==> config.mk <==
export PLATFORM = sky130hd
export DESIGN_NAME = image_wave_gen
export DESIGN_NICKNAME = d
export VERILOG_FILES = /design/src/link_pkg.sv /design/src/wave_pkg.sv /design/src/prog_if.sv /design/src/image_wave_gen.sv /design/src/vector_engine.sv /design/src/step_sequencer.sv /design/src/program_store.sv /design/src/packet_parser.sv /design/src/uart_rx.sv
export VERILOG_INCLUDE_DIRS = /design/src /design/src/src
export SDC_FILE = /design/constraint.sdc
export NUM_CORES = 1
export LEC_CHECK = 0
export ABC_CLOCK_PERIOD_IN_PS = 3600
export BUFFER_PORTS_ARGS = -buffer_cell sky130_fd_sc_hd__buf_4
export CAP_MARGIN = 20
export CORE_ASPECT_RATIO = 2
export CORE_MARGIN = 4
export CORE_UTILIZATION = 58
export DETAILED_ROUTE_END_ITERATION = 12
export MAX_ROUTING_LAYER = met4
export PLACE_DENSITY = 0.84
export SLEW_MARGIN = 30
export SYNTH_ARGS = -nofsm -noshare
export SYNTH_HDL_FRONTEND = slang
export SYNTH_HIERARCHICAL = 1
export SYNTH_SLANG_ARGS = --single-unit
==> constraint.sdc <==
create_clock -name clk -period 3.6 [get_ports clk]
set_input_delay 0.72 -clock clk [delete_from_list [all_inputs] [get_ports clk]]
set_output_delay 0.72 -clock clk [all_outputs]
set_load 0.05 [all_outputs]
==> src/wave_consts.svh <==
// clock, serial link and program memory constants for the waveform generator
`ifndef WAVE_CONSTS_SVH
`define WAVE_CONSTS_SVH

//////////////////////////////////////////////////
// clocking and serial link

`define CLK_FREQ   8_000_000     // system clock in Hz
`define BAUD       500_000       // uart bit rate
`define OVERSAMPLE 8             // receiver ticks per bit

//////////////////////////////////////////////////
// program memory and packet framing

`define PROG_DEPTH 8             // instruction slots per channel

// packet markers
`define SYNC_BYTE  8'hAA
`define END_BYTE   8'h55

`endif
==> src/link_pkg.sv <==
// serial link types: packet field selector and parser state
`default_nettype none

package link_pkg;

    // which program array a packet fills
    typedef enum logic [2:0] {
        fs_none = 3'd0,     // parsed, nothing written
        fs_x_op = 3'd1,
        fs_x_a  = 3'd2,
        fs_x_b  = 3'd3,
        fs_y_op = 3'd4,
        fs_y_a  = 3'd5,
        fs_y_b  = 3'd6
    } field_sel_e;

    // packet framing states
    typedef enum logic [1:0] {
        ps_idle = 2'd0,     // hunting for sync
        ps_type = 2'd1,     // next byte is the field selector
        ps_data = 2'd2,
        ps_end  = 2'd3
    } parse_state_e;

endpackage

`default_nettype wire

==> src/wave_pkg.sv <==
// waveform types: opcode, sequencer phase and program byte union
`default_nettype none

package wave_pkg;

    // instruction set of a step sequencer
    typedef enum logic [2:0] {
        op_nop    = 3'd0,
        op_line   = 3'd1,
        op_incr   = 3'd2,
        op_dcre   = 3'd3,
        op_jump   = 3'd4,
        op_x_rect = 3'd5,
        op_y_rect = 3'd6
    } opcode_e;

    // sub-step inside one instruction, ph_done holds until ack
    typedef enum logic [2:0] {
        ph_0    = 3'd0,
        ph_1    = 3'd1,
        ph_2    = 3'd2,
        ph_3    = 3'd3,
        ph_done = 3'd4
    } phase_e;

    // one received data byte, read as a parameter or as an opcode
    typedef union packed {
        logic [7:0] param;
        struct packed {
            logic [4:0] pad;     // ignored bits above the opcode
            opcode_e    op;
        } instr;
    } prog_byte_u;

endpackage

`default_nettype wire

==> src/prog_if.sv <==
// program write interface and program read interface with their modports
`timescale 1ns/1ps
`default_nettype none

`include "wave_consts.svh"

//////////////////////////////////////////////////
// parser to store, one strobe per data byte

interface prog_write_if;
    localparam int IDX_W = $clog2(`PROG_DEPTH);

    logic                   wr_en;     // one cycle per data byte
    link_pkg::field_sel_e   field;
    logic [IDX_W-1:0]       index;
    logic [7:0]             data;
    logic                   commit;    // end byte seen

    modport writer (output wr_en, field, index, data, commit);
    modport store  (input  wr_en, field, index, data, commit);
endinterface

//////////////////////////////////////////////////
// engine to store, combinational slot lookup

interface prog_read_if;
    localparam int IDX_W = $clog2(`PROG_DEPTH);

    logic [IDX_W-1:0]       index;
    wave_pkg::opcode_e      opcode;
    logic [7:0]             param_a;
    logic [7:0]             param_b;

    modport engine (output index, input  opcode, param_a, param_b);
    modport store  (input  index, output opcode, param_a, param_b);
endinterface

`default_nettype wire

==> src/image_wave_gen.sv <==
// top level: uart receiver, packet parser, program store and vector engine
`timescale 1ns/1ps
`default_nettype none

module image_wave_gen (
    input  logic       clk,
    input  logic       reset,
    input  logic       enable,
    input  logic       uart_rx,          // serial line, idle high
    output logic [7:0] xdac,
    output logic [7:0] ydac,
    output logic       program_loaded
);
    logic       byte_valid;
    logic [7:0] byte_data;

    prog_write_if wr_bus ();
    prog_read_if  x_rd_bus ();
    prog_read_if  y_rd_bus ();

    //////////////////////////////////////////////////
    // producer

    uart_rx uart_rx_inst (
        .clk(clk), .reset(reset), .rx(uart_rx),
        .byte_valid(byte_valid), .byte_data(byte_data)
    );

    packet_parser packet_parser_inst (
        .clk(clk), .reset(reset),
        .byte_valid(byte_valid), .byte_data(byte_data), .wr(wr_bus.writer)
    );

    // buffer and consumer
    program_store program_store_inst (
        .clk(clk), .reset(reset), .wr(wr_bus.store),
        .x_rd(x_rd_bus.store), .y_rd(y_rd_bus.store), .program_loaded(program_loaded)
    );

    vector_engine vector_engine_inst (
        .clk(clk), .reset(reset), .enable(enable),
        .x_rd(x_rd_bus.engine), .y_rd(y_rd_bus.engine), .xdac(xdac), .ydac(ydac)
    );

endmodule

`default_nettype wire

==> src/vector_engine.sv <==
// vector engine: shared instruction pointer, lockstep ack, x and y step sequencers
`timescale 1ns/1ps
`default_nettype none

`include "wave_consts.svh"

module vector_engine (
    input  logic        clk,
    input  logic        reset,
    input  logic        enable,
    prog_read_if.engine x_rd,
    prog_read_if.engine y_rd,
    output logic [7:0]  xdac,
    output logic [7:0]  ydac
);
    localparam int IDX_W = $clog2(`PROG_DEPTH);

    logic [IDX_W-1:0] ptr;
    logic             ack;
    logic             x_done;
    logic             y_done;
    logic             advance;

    // both channels finished, ack once
    assign advance = enable && x_done && y_done && !ack;

    always_ff @(posedge clk) begin
        if (reset) begin
            ptr <= '0;
            ack <= 1'b0;
        end else begin
            ack <= advance;
            if (advance) ptr <= (ptr == IDX_W'(`PROG_DEPTH - 1)) ? '0 : ptr + 1'b1;
        end
    end

    assign x_rd.index = ptr;
    assign y_rd.index = ptr;

    step_sequencer x_seq (
        .clk(clk), .reset(reset), .enable(enable), .ack(ack),
        .opcode(x_rd.opcode), .param_a(x_rd.param_a), .param_b(x_rd.param_b),
        .dac(xdac), .done(x_done)
    );

    step_sequencer y_seq (
        .clk(clk), .reset(reset), .enable(enable), .ack(ack),
        .opcode(y_rd.opcode), .param_a(y_rd.param_a), .param_b(y_rd.param_b),
        .dac(ydac), .done(y_done)
    );

endmodule

`default_nettype wire

==> src/step_sequencer.sv <==
// step sequencer: one dac channel executing one instruction slot at a time
`timescale 1ns/1ps
`default_nettype none

module step_sequencer (
    input  logic              clk,
    input  logic              reset,
    input  logic              enable,
    input  logic              ack,
    input  wave_pkg::opcode_e opcode,
    input  logic [7:0]        param_a,
    input  logic [7:0]        param_b,
    output logic [7:0]        dac,
    output logic              done
);
    logic [7:0]       cnt;       // channel counter, drives the dac
    wave_pkg::phase_e phase;
    logic [7:0]       steps;     // steps taken in the current phase
    logic [7:0]       limit;
    wave_pkg::phase_e last_ph;
    logic             step_up;
    logic             step_down;

    //////////////////////////////////////////////////
    // per-phase direction and length for the counted instructions

    always_comb begin
        step_up   = 1'b0;
        step_down = 1'b0;
        limit     = param_a;
        last_ph   = wave_pkg::ph_0;
        case (opcode)
            wave_pkg::op_incr: step_up   = 1'b1;
            wave_pkg::op_dcre: step_down = 1'b1;
            wave_pkg::op_x_rect: begin   // up a, hold b, down a, hold b
                last_ph   = wave_pkg::ph_3;
                if (phase[0]) limit = param_b;
                step_up   = (phase == wave_pkg::ph_0);
                step_down = (phase == wave_pkg::ph_2);
            end
            wave_pkg::op_y_rect: begin   // hold a, up b, hold a, down b
                last_ph   = wave_pkg::ph_3;
                if (phase[0]) limit = param_b;
                step_up   = (phase == wave_pkg::ph_1);
                step_down = (phase == wave_pkg::ph_3);
            end
            default: ;
        endcase
    end

    //////////////////////////////////////////////////
    // one step per enabled clock

    always_ff @(posedge clk) begin
        if (reset) begin
            cnt   <= '0;
            phase <= wave_pkg::ph_0;
            steps <= '0;
        end else if (ack) begin
            // taken even with enable low, the engine only acks while enabled
            phase <= wave_pkg::ph_0;
            steps <= '0;
        end else if (enable && phase != wave_pkg::ph_done) begin
            case (opcode)
                wave_pkg::op_jump: begin
                    cnt   <= param_a;
                    phase <= wave_pkg::ph_done;
                end
                wave_pkg::op_line: begin
                    if (phase == wave_pkg::ph_0) begin
                        cnt   <= param_a;       // load start point
                        phase <= wave_pkg::ph_1;
                    end else if (cnt == param_b) begin
                        phase <= wave_pkg::ph_done;
                    end else if (cnt < param_b) begin
                        cnt <= cnt + 8'd1;
                    end else begin
                        cnt <= cnt - 8'd1;
                    end
                end
                wave_pkg::op_incr, wave_pkg::op_dcre,
                wave_pkg::op_x_rect, wave_pkg::op_y_rect: begin
                    if (steps == limit) begin
                        steps <= '0;
                        phase <= (phase == last_ph) ? wave_pkg::ph_done
                                                    : wave_pkg::phase_e'(phase + 3'd1);
                    end else begin
                        steps <= steps + 8'd1;
                        if (step_up)        cnt <= cnt + 8'd1;  // wraps at 255
                        else if (step_down) cnt <= cnt - 8'd1;
                    end
                end
                default: phase <= wave_pkg::ph_done;  // nop holds the counter
            endcase
        end
    end

    assign dac  = cnt;
    assign done = (phase == wave_pkg::ph_done);

endmodule

`default_nettype wire

==> src/program_store.sv <==
// program store: per-channel opcode and parameter slots, loaded flag, two read ports
`timescale 1ns/1ps
`default_nettype none

`include "wave_consts.svh"

module program_store (
    input  logic        clk,
    input  logic        reset,
    prog_write_if.store wr,
    prog_read_if.store  x_rd,
    prog_read_if.store  y_rd,
    output logic        program_loaded
);
    wave_pkg::opcode_e    x_op [`PROG_DEPTH];
    wave_pkg::opcode_e    y_op [`PROG_DEPTH];
    logic [7:0]           x_a  [`PROG_DEPTH];
    logic [7:0]           x_b  [`PROG_DEPTH];
    logic [7:0]           y_a  [`PROG_DEPTH];
    logic [7:0]           y_b  [`PROG_DEPTH];
    wave_pkg::prog_byte_u wr_byte;

    assign wr_byte = wr.data;   // opcode fields take the low three bits

    always_ff @(posedge clk) begin
        if (reset) begin
            for (int i = 0; i < `PROG_DEPTH; i++) begin
                x_op[i] <= wave_pkg::op_nop;
                y_op[i] <= wave_pkg::op_nop;
                x_a[i]  <= '0;
                x_b[i]  <= '0;
                y_a[i]  <= '0;
                y_b[i]  <= '0;
            end
            program_loaded <= 1'b0;
        end else begin
            if (wr.commit) program_loaded <= 1'b1;  // sticky until reset
            if (wr.wr_en) begin
                case (wr.field)
                    link_pkg::fs_x_op: x_op[wr.index] <= wr_byte.instr.op;
                    link_pkg::fs_x_a:  x_a[wr.index]  <= wr_byte.param;
                    link_pkg::fs_x_b:  x_b[wr.index]  <= wr_byte.param;
                    link_pkg::fs_y_op: y_op[wr.index] <= wr_byte.instr.op;
                    link_pkg::fs_y_a:  y_a[wr.index]  <= wr_byte.param;
                    link_pkg::fs_y_b:  y_b[wr.index]  <= wr_byte.param;
                    default: ;
                endcase
            end
        end
    end

    // same-cycle slot lookup
    assign x_rd.opcode  = x_op[x_rd.index];
    assign x_rd.param_a = x_a[x_rd.index];
    assign x_rd.param_b = x_b[x_rd.index];
    assign y_rd.opcode  = y_op[y_rd.index];
    assign y_rd.param_a = y_a[y_rd.index];
    assign y_rd.param_b = y_b[y_rd.index];

endmodule

`default_nettype wire

==> src/packet_parser.sv <==
// packet parser: frames sync, field, data and end bytes into program writes
`timescale 1ns/1ps
`default_nettype none

`include "wave_consts.svh"

module packet_parser (
    input  logic       clk,
    input  logic       reset,
    input  logic       byte_valid,
    input  logic [7:0] byte_data,
    prog_write_if.writer wr
);
    localparam int IDX_W = $clog2(`PROG_DEPTH);

    link_pkg::parse_state_e state;
    logic [IDX_W-1:0]       idx;     // slot of the next data byte

    always_ff @(posedge clk) begin
        if (reset) begin
            state     <= link_pkg::ps_idle;
            idx       <= '0;
            wr.wr_en  <= 1'b0;
            wr.commit <= 1'b0;
        end else begin
            // strobes last one cycle
            wr.wr_en  <= 1'b0;
            wr.commit <= 1'b0;
            if (byte_valid) begin
                case (state)
                    link_pkg::ps_idle: begin
                        if (byte_data == `SYNC_BYTE) state <= link_pkg::ps_type;
                    end
                    link_pkg::ps_type: begin
                        wr.field <= link_pkg::field_sel_e'(byte_data[2:0]);
                        idx      <= '0;
                        state    <= link_pkg::ps_data;
                    end
                    link_pkg::ps_data: begin
                        wr.wr_en <= 1'b1;
                        wr.index <= idx;
                        wr.data  <= byte_data;
                        idx      <= idx + 1'b1;
                        if (idx == IDX_W'(`PROG_DEPTH - 1)) state <= link_pkg::ps_end;
                    end
                    link_pkg::ps_end: begin
                        // a bad end byte just drops back to hunting
                        if (byte_data == `END_BYTE) wr.commit <= 1'b1;
                        state <= link_pkg::ps_idle;
                    end
                    default: state <= link_pkg::ps_idle;
                endcase
            end
        end
    end

endmodule

`default_nettype wire

==> src/uart_rx.sv <==
// uart receiver: baud tick generator, input synchronizer and filter, 8N1 byte receiver
`timescale 1ns/1ps
`default_nettype none

`include "wave_consts.svh"

module uart_rx (
    input  logic       clk,
    input  logic       reset,
    input  logic       rx,
    output logic       byte_valid,
    output logic [7:0] byte_data
);
    localparam int     ACC_W   = 16;
    localparam int     OS_W    = $clog2(`OVERSAMPLE);
    localparam longint ACC_INC = ((longint'(`BAUD) * `OVERSAMPLE) << ACC_W) / `CLK_FREQ;

    typedef enum logic [1:0] {rx_idle, rx_start, rx_data, rx_stop} rx_state_e;

    logic [ACC_W:0]  acc;
    logic            tick;
    logic [1:0]      rx_sync;
    logic [1:0]      filt_cnt;
    logic            rx_bit;
    rx_state_e       state;
    logic [OS_W-1:0] os_cnt;
    logic [2:0]      bit_cnt;
    logic            sample_now;

    // fractional accumulator, carry out is the oversampling tick
    always_ff @(posedge clk) begin
        if (reset) acc <= '0;
        else       acc <= {1'b0, acc[ACC_W-1:0]} + ACC_INC[ACC_W:0];
    end
    assign tick = acc[ACC_W];

    // two-flop synchronizer and saturating 2-bit filter, idle high
    always_ff @(posedge clk) begin
        if (reset) begin
            rx_sync  <= 2'b11;
            filt_cnt <= 2'b11;
            rx_bit   <= 1'b1;
        end else if (tick) begin
            rx_sync <= {rx_sync[0], rx};
            if (rx_sync[1] && filt_cnt != 2'b11)       filt_cnt <= filt_cnt + 2'd1;
            else if (!rx_sync[1] && filt_cnt != 2'b00) filt_cnt <= filt_cnt - 2'd1;
            if (filt_cnt == 2'b11)      rx_bit <= 1'b1;
            else if (filt_cnt == 2'b00) rx_bit <= 1'b0;
        end
    end

    // mid-bit sample point, half a bit after the start edge then every bit
    assign sample_now = tick && (os_cnt == OS_W'(`OVERSAMPLE / 2 - 1));

    always_ff @(posedge clk) begin
        if (reset) begin
            state      <= rx_idle;
            os_cnt     <= '0;
            bit_cnt    <= '0;
            byte_valid <= 1'b0;
        end else begin
            byte_valid <= sample_now && (state == rx_stop) && rx_bit;  // low stop bit drops it
            if (tick) os_cnt <= (state == rx_idle) ? '0 : os_cnt + 1'b1;
            case (state)
                rx_idle:  if (!rx_bit) state <= rx_start;
                rx_start: if (sample_now) begin
                    bit_cnt <= '0;
                    state   <= rx_bit ? rx_idle : rx_data;  // glitch, not a start bit
                end
                rx_data:  if (sample_now) begin
                    bit_cnt <= bit_cnt + 3'd1;
                    if (bit_cnt == 3'd7) state <= rx_stop;
                end
                rx_stop:  if (sample_now) state <= rx_idle;
                default:  state <= rx_idle;
            endcase
        end
    end

    // lsb first
    always_ff @(posedge clk) begin
        if (sample_now && state == rx_data) byte_data <= {rx_bit, byte_data[7:1]};
    end

endmodule

`default_nettype wire

==> impl_metrics.json <==
{
  "met3_usage_pct": 4.61,
  "cts_htree_levels": 2,
  "placed_cells": 2064,
  "ys_warn_count": 6,
  "ant_nets": 0,
  "run_status": "completed",
  "cts_inserted_buffers": 36,
  "rows": 98,
  "finClkSkew_ps": 10.9,
  "critPathLaunch": "vector_engine_inst/x_rd.index[0]",
  "hold_buffers": 0,
  "path_buf_inv": 2,
  "core_um2": 35800,
  "arrival_ps": 4010,
  "min_path_type": "input port to flip-flop",
  "grt.busiest_layer": "met2",
  "path_cells": "buf_4, mux4_1, mux2_4, and3_2, o211ai_1, o2111ai_2, nor4b_4, buf_4, a2111oi_0, a211oi_1",
  "min_to": "uart_rx_inst/rx_sync[0]",
  "grt_pass1_wl_um": 88400,
  "intPower_uw": 7410,
  "drive_above_1_share_pct": 21.4,
  "end_kind": "flip-flop",
  "r2r_cells": 10,
  "p_per_area_nw_per_um2": 421,
  "yosys-top-cells-area": "edfxtp_1 46%, nor3_1 6.5%, dfxtp_1 6.3%, mux4_2 6.2%, mux2_4 2.6%",
  "layout_worst_path_cycle_share_pct": 99.1,
  "layout_min_cycle_time_ps": 3570,
  "ys.flop_type": "edfxtp_1",
  "rr_startpoint": "vector_engine_inst/x_rd.index[0]",
  "max_freq_mhz": 280,
  "holdWs_ps": 395,
  "grt_pass1_vias": 14790,
  "synthDistinctLibCells": 94,
  "wl_um": 59700,
  "wl_per_cell_um": 27.9,
  "layout_common_cells": "326 x edfxtp_1, 275 x nor3_1, 107 x buf_4",
  "netSwitchingPower_uw": 2280,
  "ir_worst_vdd_mv": 0.414,
  "n_fill_cell": 2536,
  "synth-seq-cells": 392,
  "clkTransAtPathRegs_ps": 70,
  "crit_top_cell": "buf_4",
  "crit_type": "flip-flop to flip-flop",
  "numClockSinks": 392,
  "worst_pin_slew_ps": 912,
  "synth_top_area_cell": "edfxtp_1",
  "synth_edf_count": 326,
  "min-delay-start": "uart_rx",
  "vias_per_cell": 6.92,
  "grt_max_degree": 91,
  "vias": 14785,
  "syn_area_um2": 21100,
  "crit_family": "multiplexers",
  "dpl.hpwl_um": 43200,
  "final_common_cell": "edfxtp_1",
  "tns_ps": 0,
  "gr-usage-met1_pct": 29.5,
  "fp.dieW_um": 143,
  "gp_congestion": 1.06,
  "cts_root_buffer": "clkbuf_16",
  "critPathRequiredTime_ps": 4040,
  "firstDrtPassIters": 8,
  "clock_power_share_pct": 38.8,
  "cp_slowest_cell": "mux4_1",
  "io_buffers": 20,
  "ys_async_sr_fraction_pct": 0,
  "rr_endpoint": "vector_engine_inst/y_seq/dac[0]",
  "hold_viol_final": 0,
  "pin_count": 21,
  "drt_iter0_markers": 1680,
  "nets": 1708,
  "post_layout_nonfiller_instances": 2136,
  "finalPower_uw": 9690,
  "yosysSeqAreaShare_pct": 52.7,
  "setup-violations-final": 0,
  "synthesis.nets": 1715,
  "cap_violations": 0,
  "path_max_fanout": 16,
  "drc": 0,
  "area_growth_pct": 9.19,
  "clk_latency_ps": 540,
  "grt.overflow.total": 0,
  "syn_inst": 1668,
  "n_antenna_cell": 0,
  "syn_avg_cell_area_um2": 12.6,
  "p_leak_uw": 0.00751,
  "start_kind": "flip-flop",
  "swShare_pct": 23.5,
  "drv_slew": 0,
  "cpPeakStageDelay_ps": 630,
  "initial_core_util_pct": 58.8,
  "grtUsageMet2_pct": 52.0,
  "ff2ff_setup_slack_ps": 30,
  "seqPwrFrac_pct": 52.9,
  "dieArea_um2": 39600,
  "relSlewSlack_pct": 39.0,
  "min_delay_path_depth": 2,
  "antenna_found_initial": 0,
  "clk_path_buf_depth": 3,
  "comb_power_share_pct": 8.3,
  "cts_tree": "built",
  "grt_usage_pct": 30.6,
  "yosys.area.top_type_share_pct": 46.5,
  "die_height_um": 278
}
[per-layer routing]
layer  vias up  share of wire (%)
met2       830                 52
met4         0                 12
met3       344                6.5
li1       6498                  -
met1      7113                 30
met5         -                  0
[power by group through the flow]
stage	registers, uW	logic, uW	clock network (uW)
floorplan	5230	509	0
global placement	5210	754	0
detailed placement	5220	774	0
CTS	5120	778	3790
global route	5140	851	4000
finish	5130	800	3760
[synthesized netlist by cell type (26+ instances only)]
cell type	instances
edfxtp_1	326
nor3_1	275
clkbuf_1	72
dfxtp_1	66
mux4_2	58
o31ai_1	55
buf_2	54
nor2_1	54
inv_1	50
nand2_1	47
nor3_2	44
ha_1	43
a21oi_1	41
mux2_4	37
nand4bb_1	26
[metrics by stage]
stage | area (um2) | setup slack (ps) | utilization [%]
2_1_floorplan | 21100 | 151 | -
3_3_place_gp | 21700 | 91.9 | 60.7
3_5_place_dp | 21700 | 28.5 | 60.7
4_1_cts | 22900 | 14.3 | 63.9
5_1_grt | 23000 | -37.5 | 64.3
6_report | 23000 | 33.7 | 64.3
[state kept, by name, summed over array words and instances (netlist names), 3 cells and up, named ones only]
register / cells
program_store_inst/y_b: 64
uart_rx_inst/os_cnt: 3
program_store_inst/y_op: 24
packet_parser_inst/wr.field: 3
uart_rx_inst/bit_cnt: 3
program_store_inst/x_b: 64
vector_engine_inst/x_seq/dac: 8
vector_engine_inst/x_seq/phase: 3
vector_engine_inst/y_seq/phase: 3
packet_parser_inst/wr.index: 3
program_store_inst/x_op: 24
packet_parser_inst/idx: 3
packet_parser_inst/wr.data: 8
vector_engine_inst/y_seq/dac: 8
uart_rx_inst/byte_data: 8
vector_engine_inst/x_rd.index: 3
vector_engine_inst/x_seq/steps: 8
program_store_inst/y_a: 64
program_store_inst/x_a: 64
vector_engine_inst/y_seq/steps: 8
[what timing repair did]
item                                    CTS  global route
buffers inserted                          0             8
gates resized for setup                   1            12
cloned                                    0             1
pin swaps                                 0             3
endpoints found under the setup margin    1            33
[how the worst max path moves through the flow]
stage	to	slack [ps]	cells past startpoint
final	vector_engine_inst/y_seq/dac[0]	30	10
after global routing	vector_engine_inst/x_seq/dac[6]	-40	13
after CTS	vector_engine_inst/y_seq/dac[0]	10	10
after detailed placement	vector_engine_inst/y_seq/dac[7]	30	12
after global placement	vector_engine_inst/y_seq/dac[1]	90	9
after floorplan	vector_engine_inst/y_seq/dac[1]	150	14
[area by class of cell]
class | count | area [um2] | share of cell area (%)
Clock inverter | 21 | 183 | 0.794
Sequential cell | 392 | 11100 | 48.3
Multi-Input combinational cell | 1060 | 8920 | 38.8
Tap cell | 450 | 563 | 2.45
Timing Repair Buffer | 121 | 1090 | 4.73
Inverter | 50 | 188 | 0.816
Clock buffer | 42 | 945 | 4.11
[kinds of logic (layout without fill, tap and decap cells)]
kind of cell    Yosys count  count (layout)  share of synthesized area, %
mux                     135             135                          12.1
compound gates          206             206                          7.17
fa+ha+maj                43              43                          2.55
flops                   392             392                          52.7
simple gates            640             640                          18.6
buf+inv                 216             234                          5.17
xor+xnor                 36              36                          1.60
Note: power is estimated with default switching activity, not from simulation.
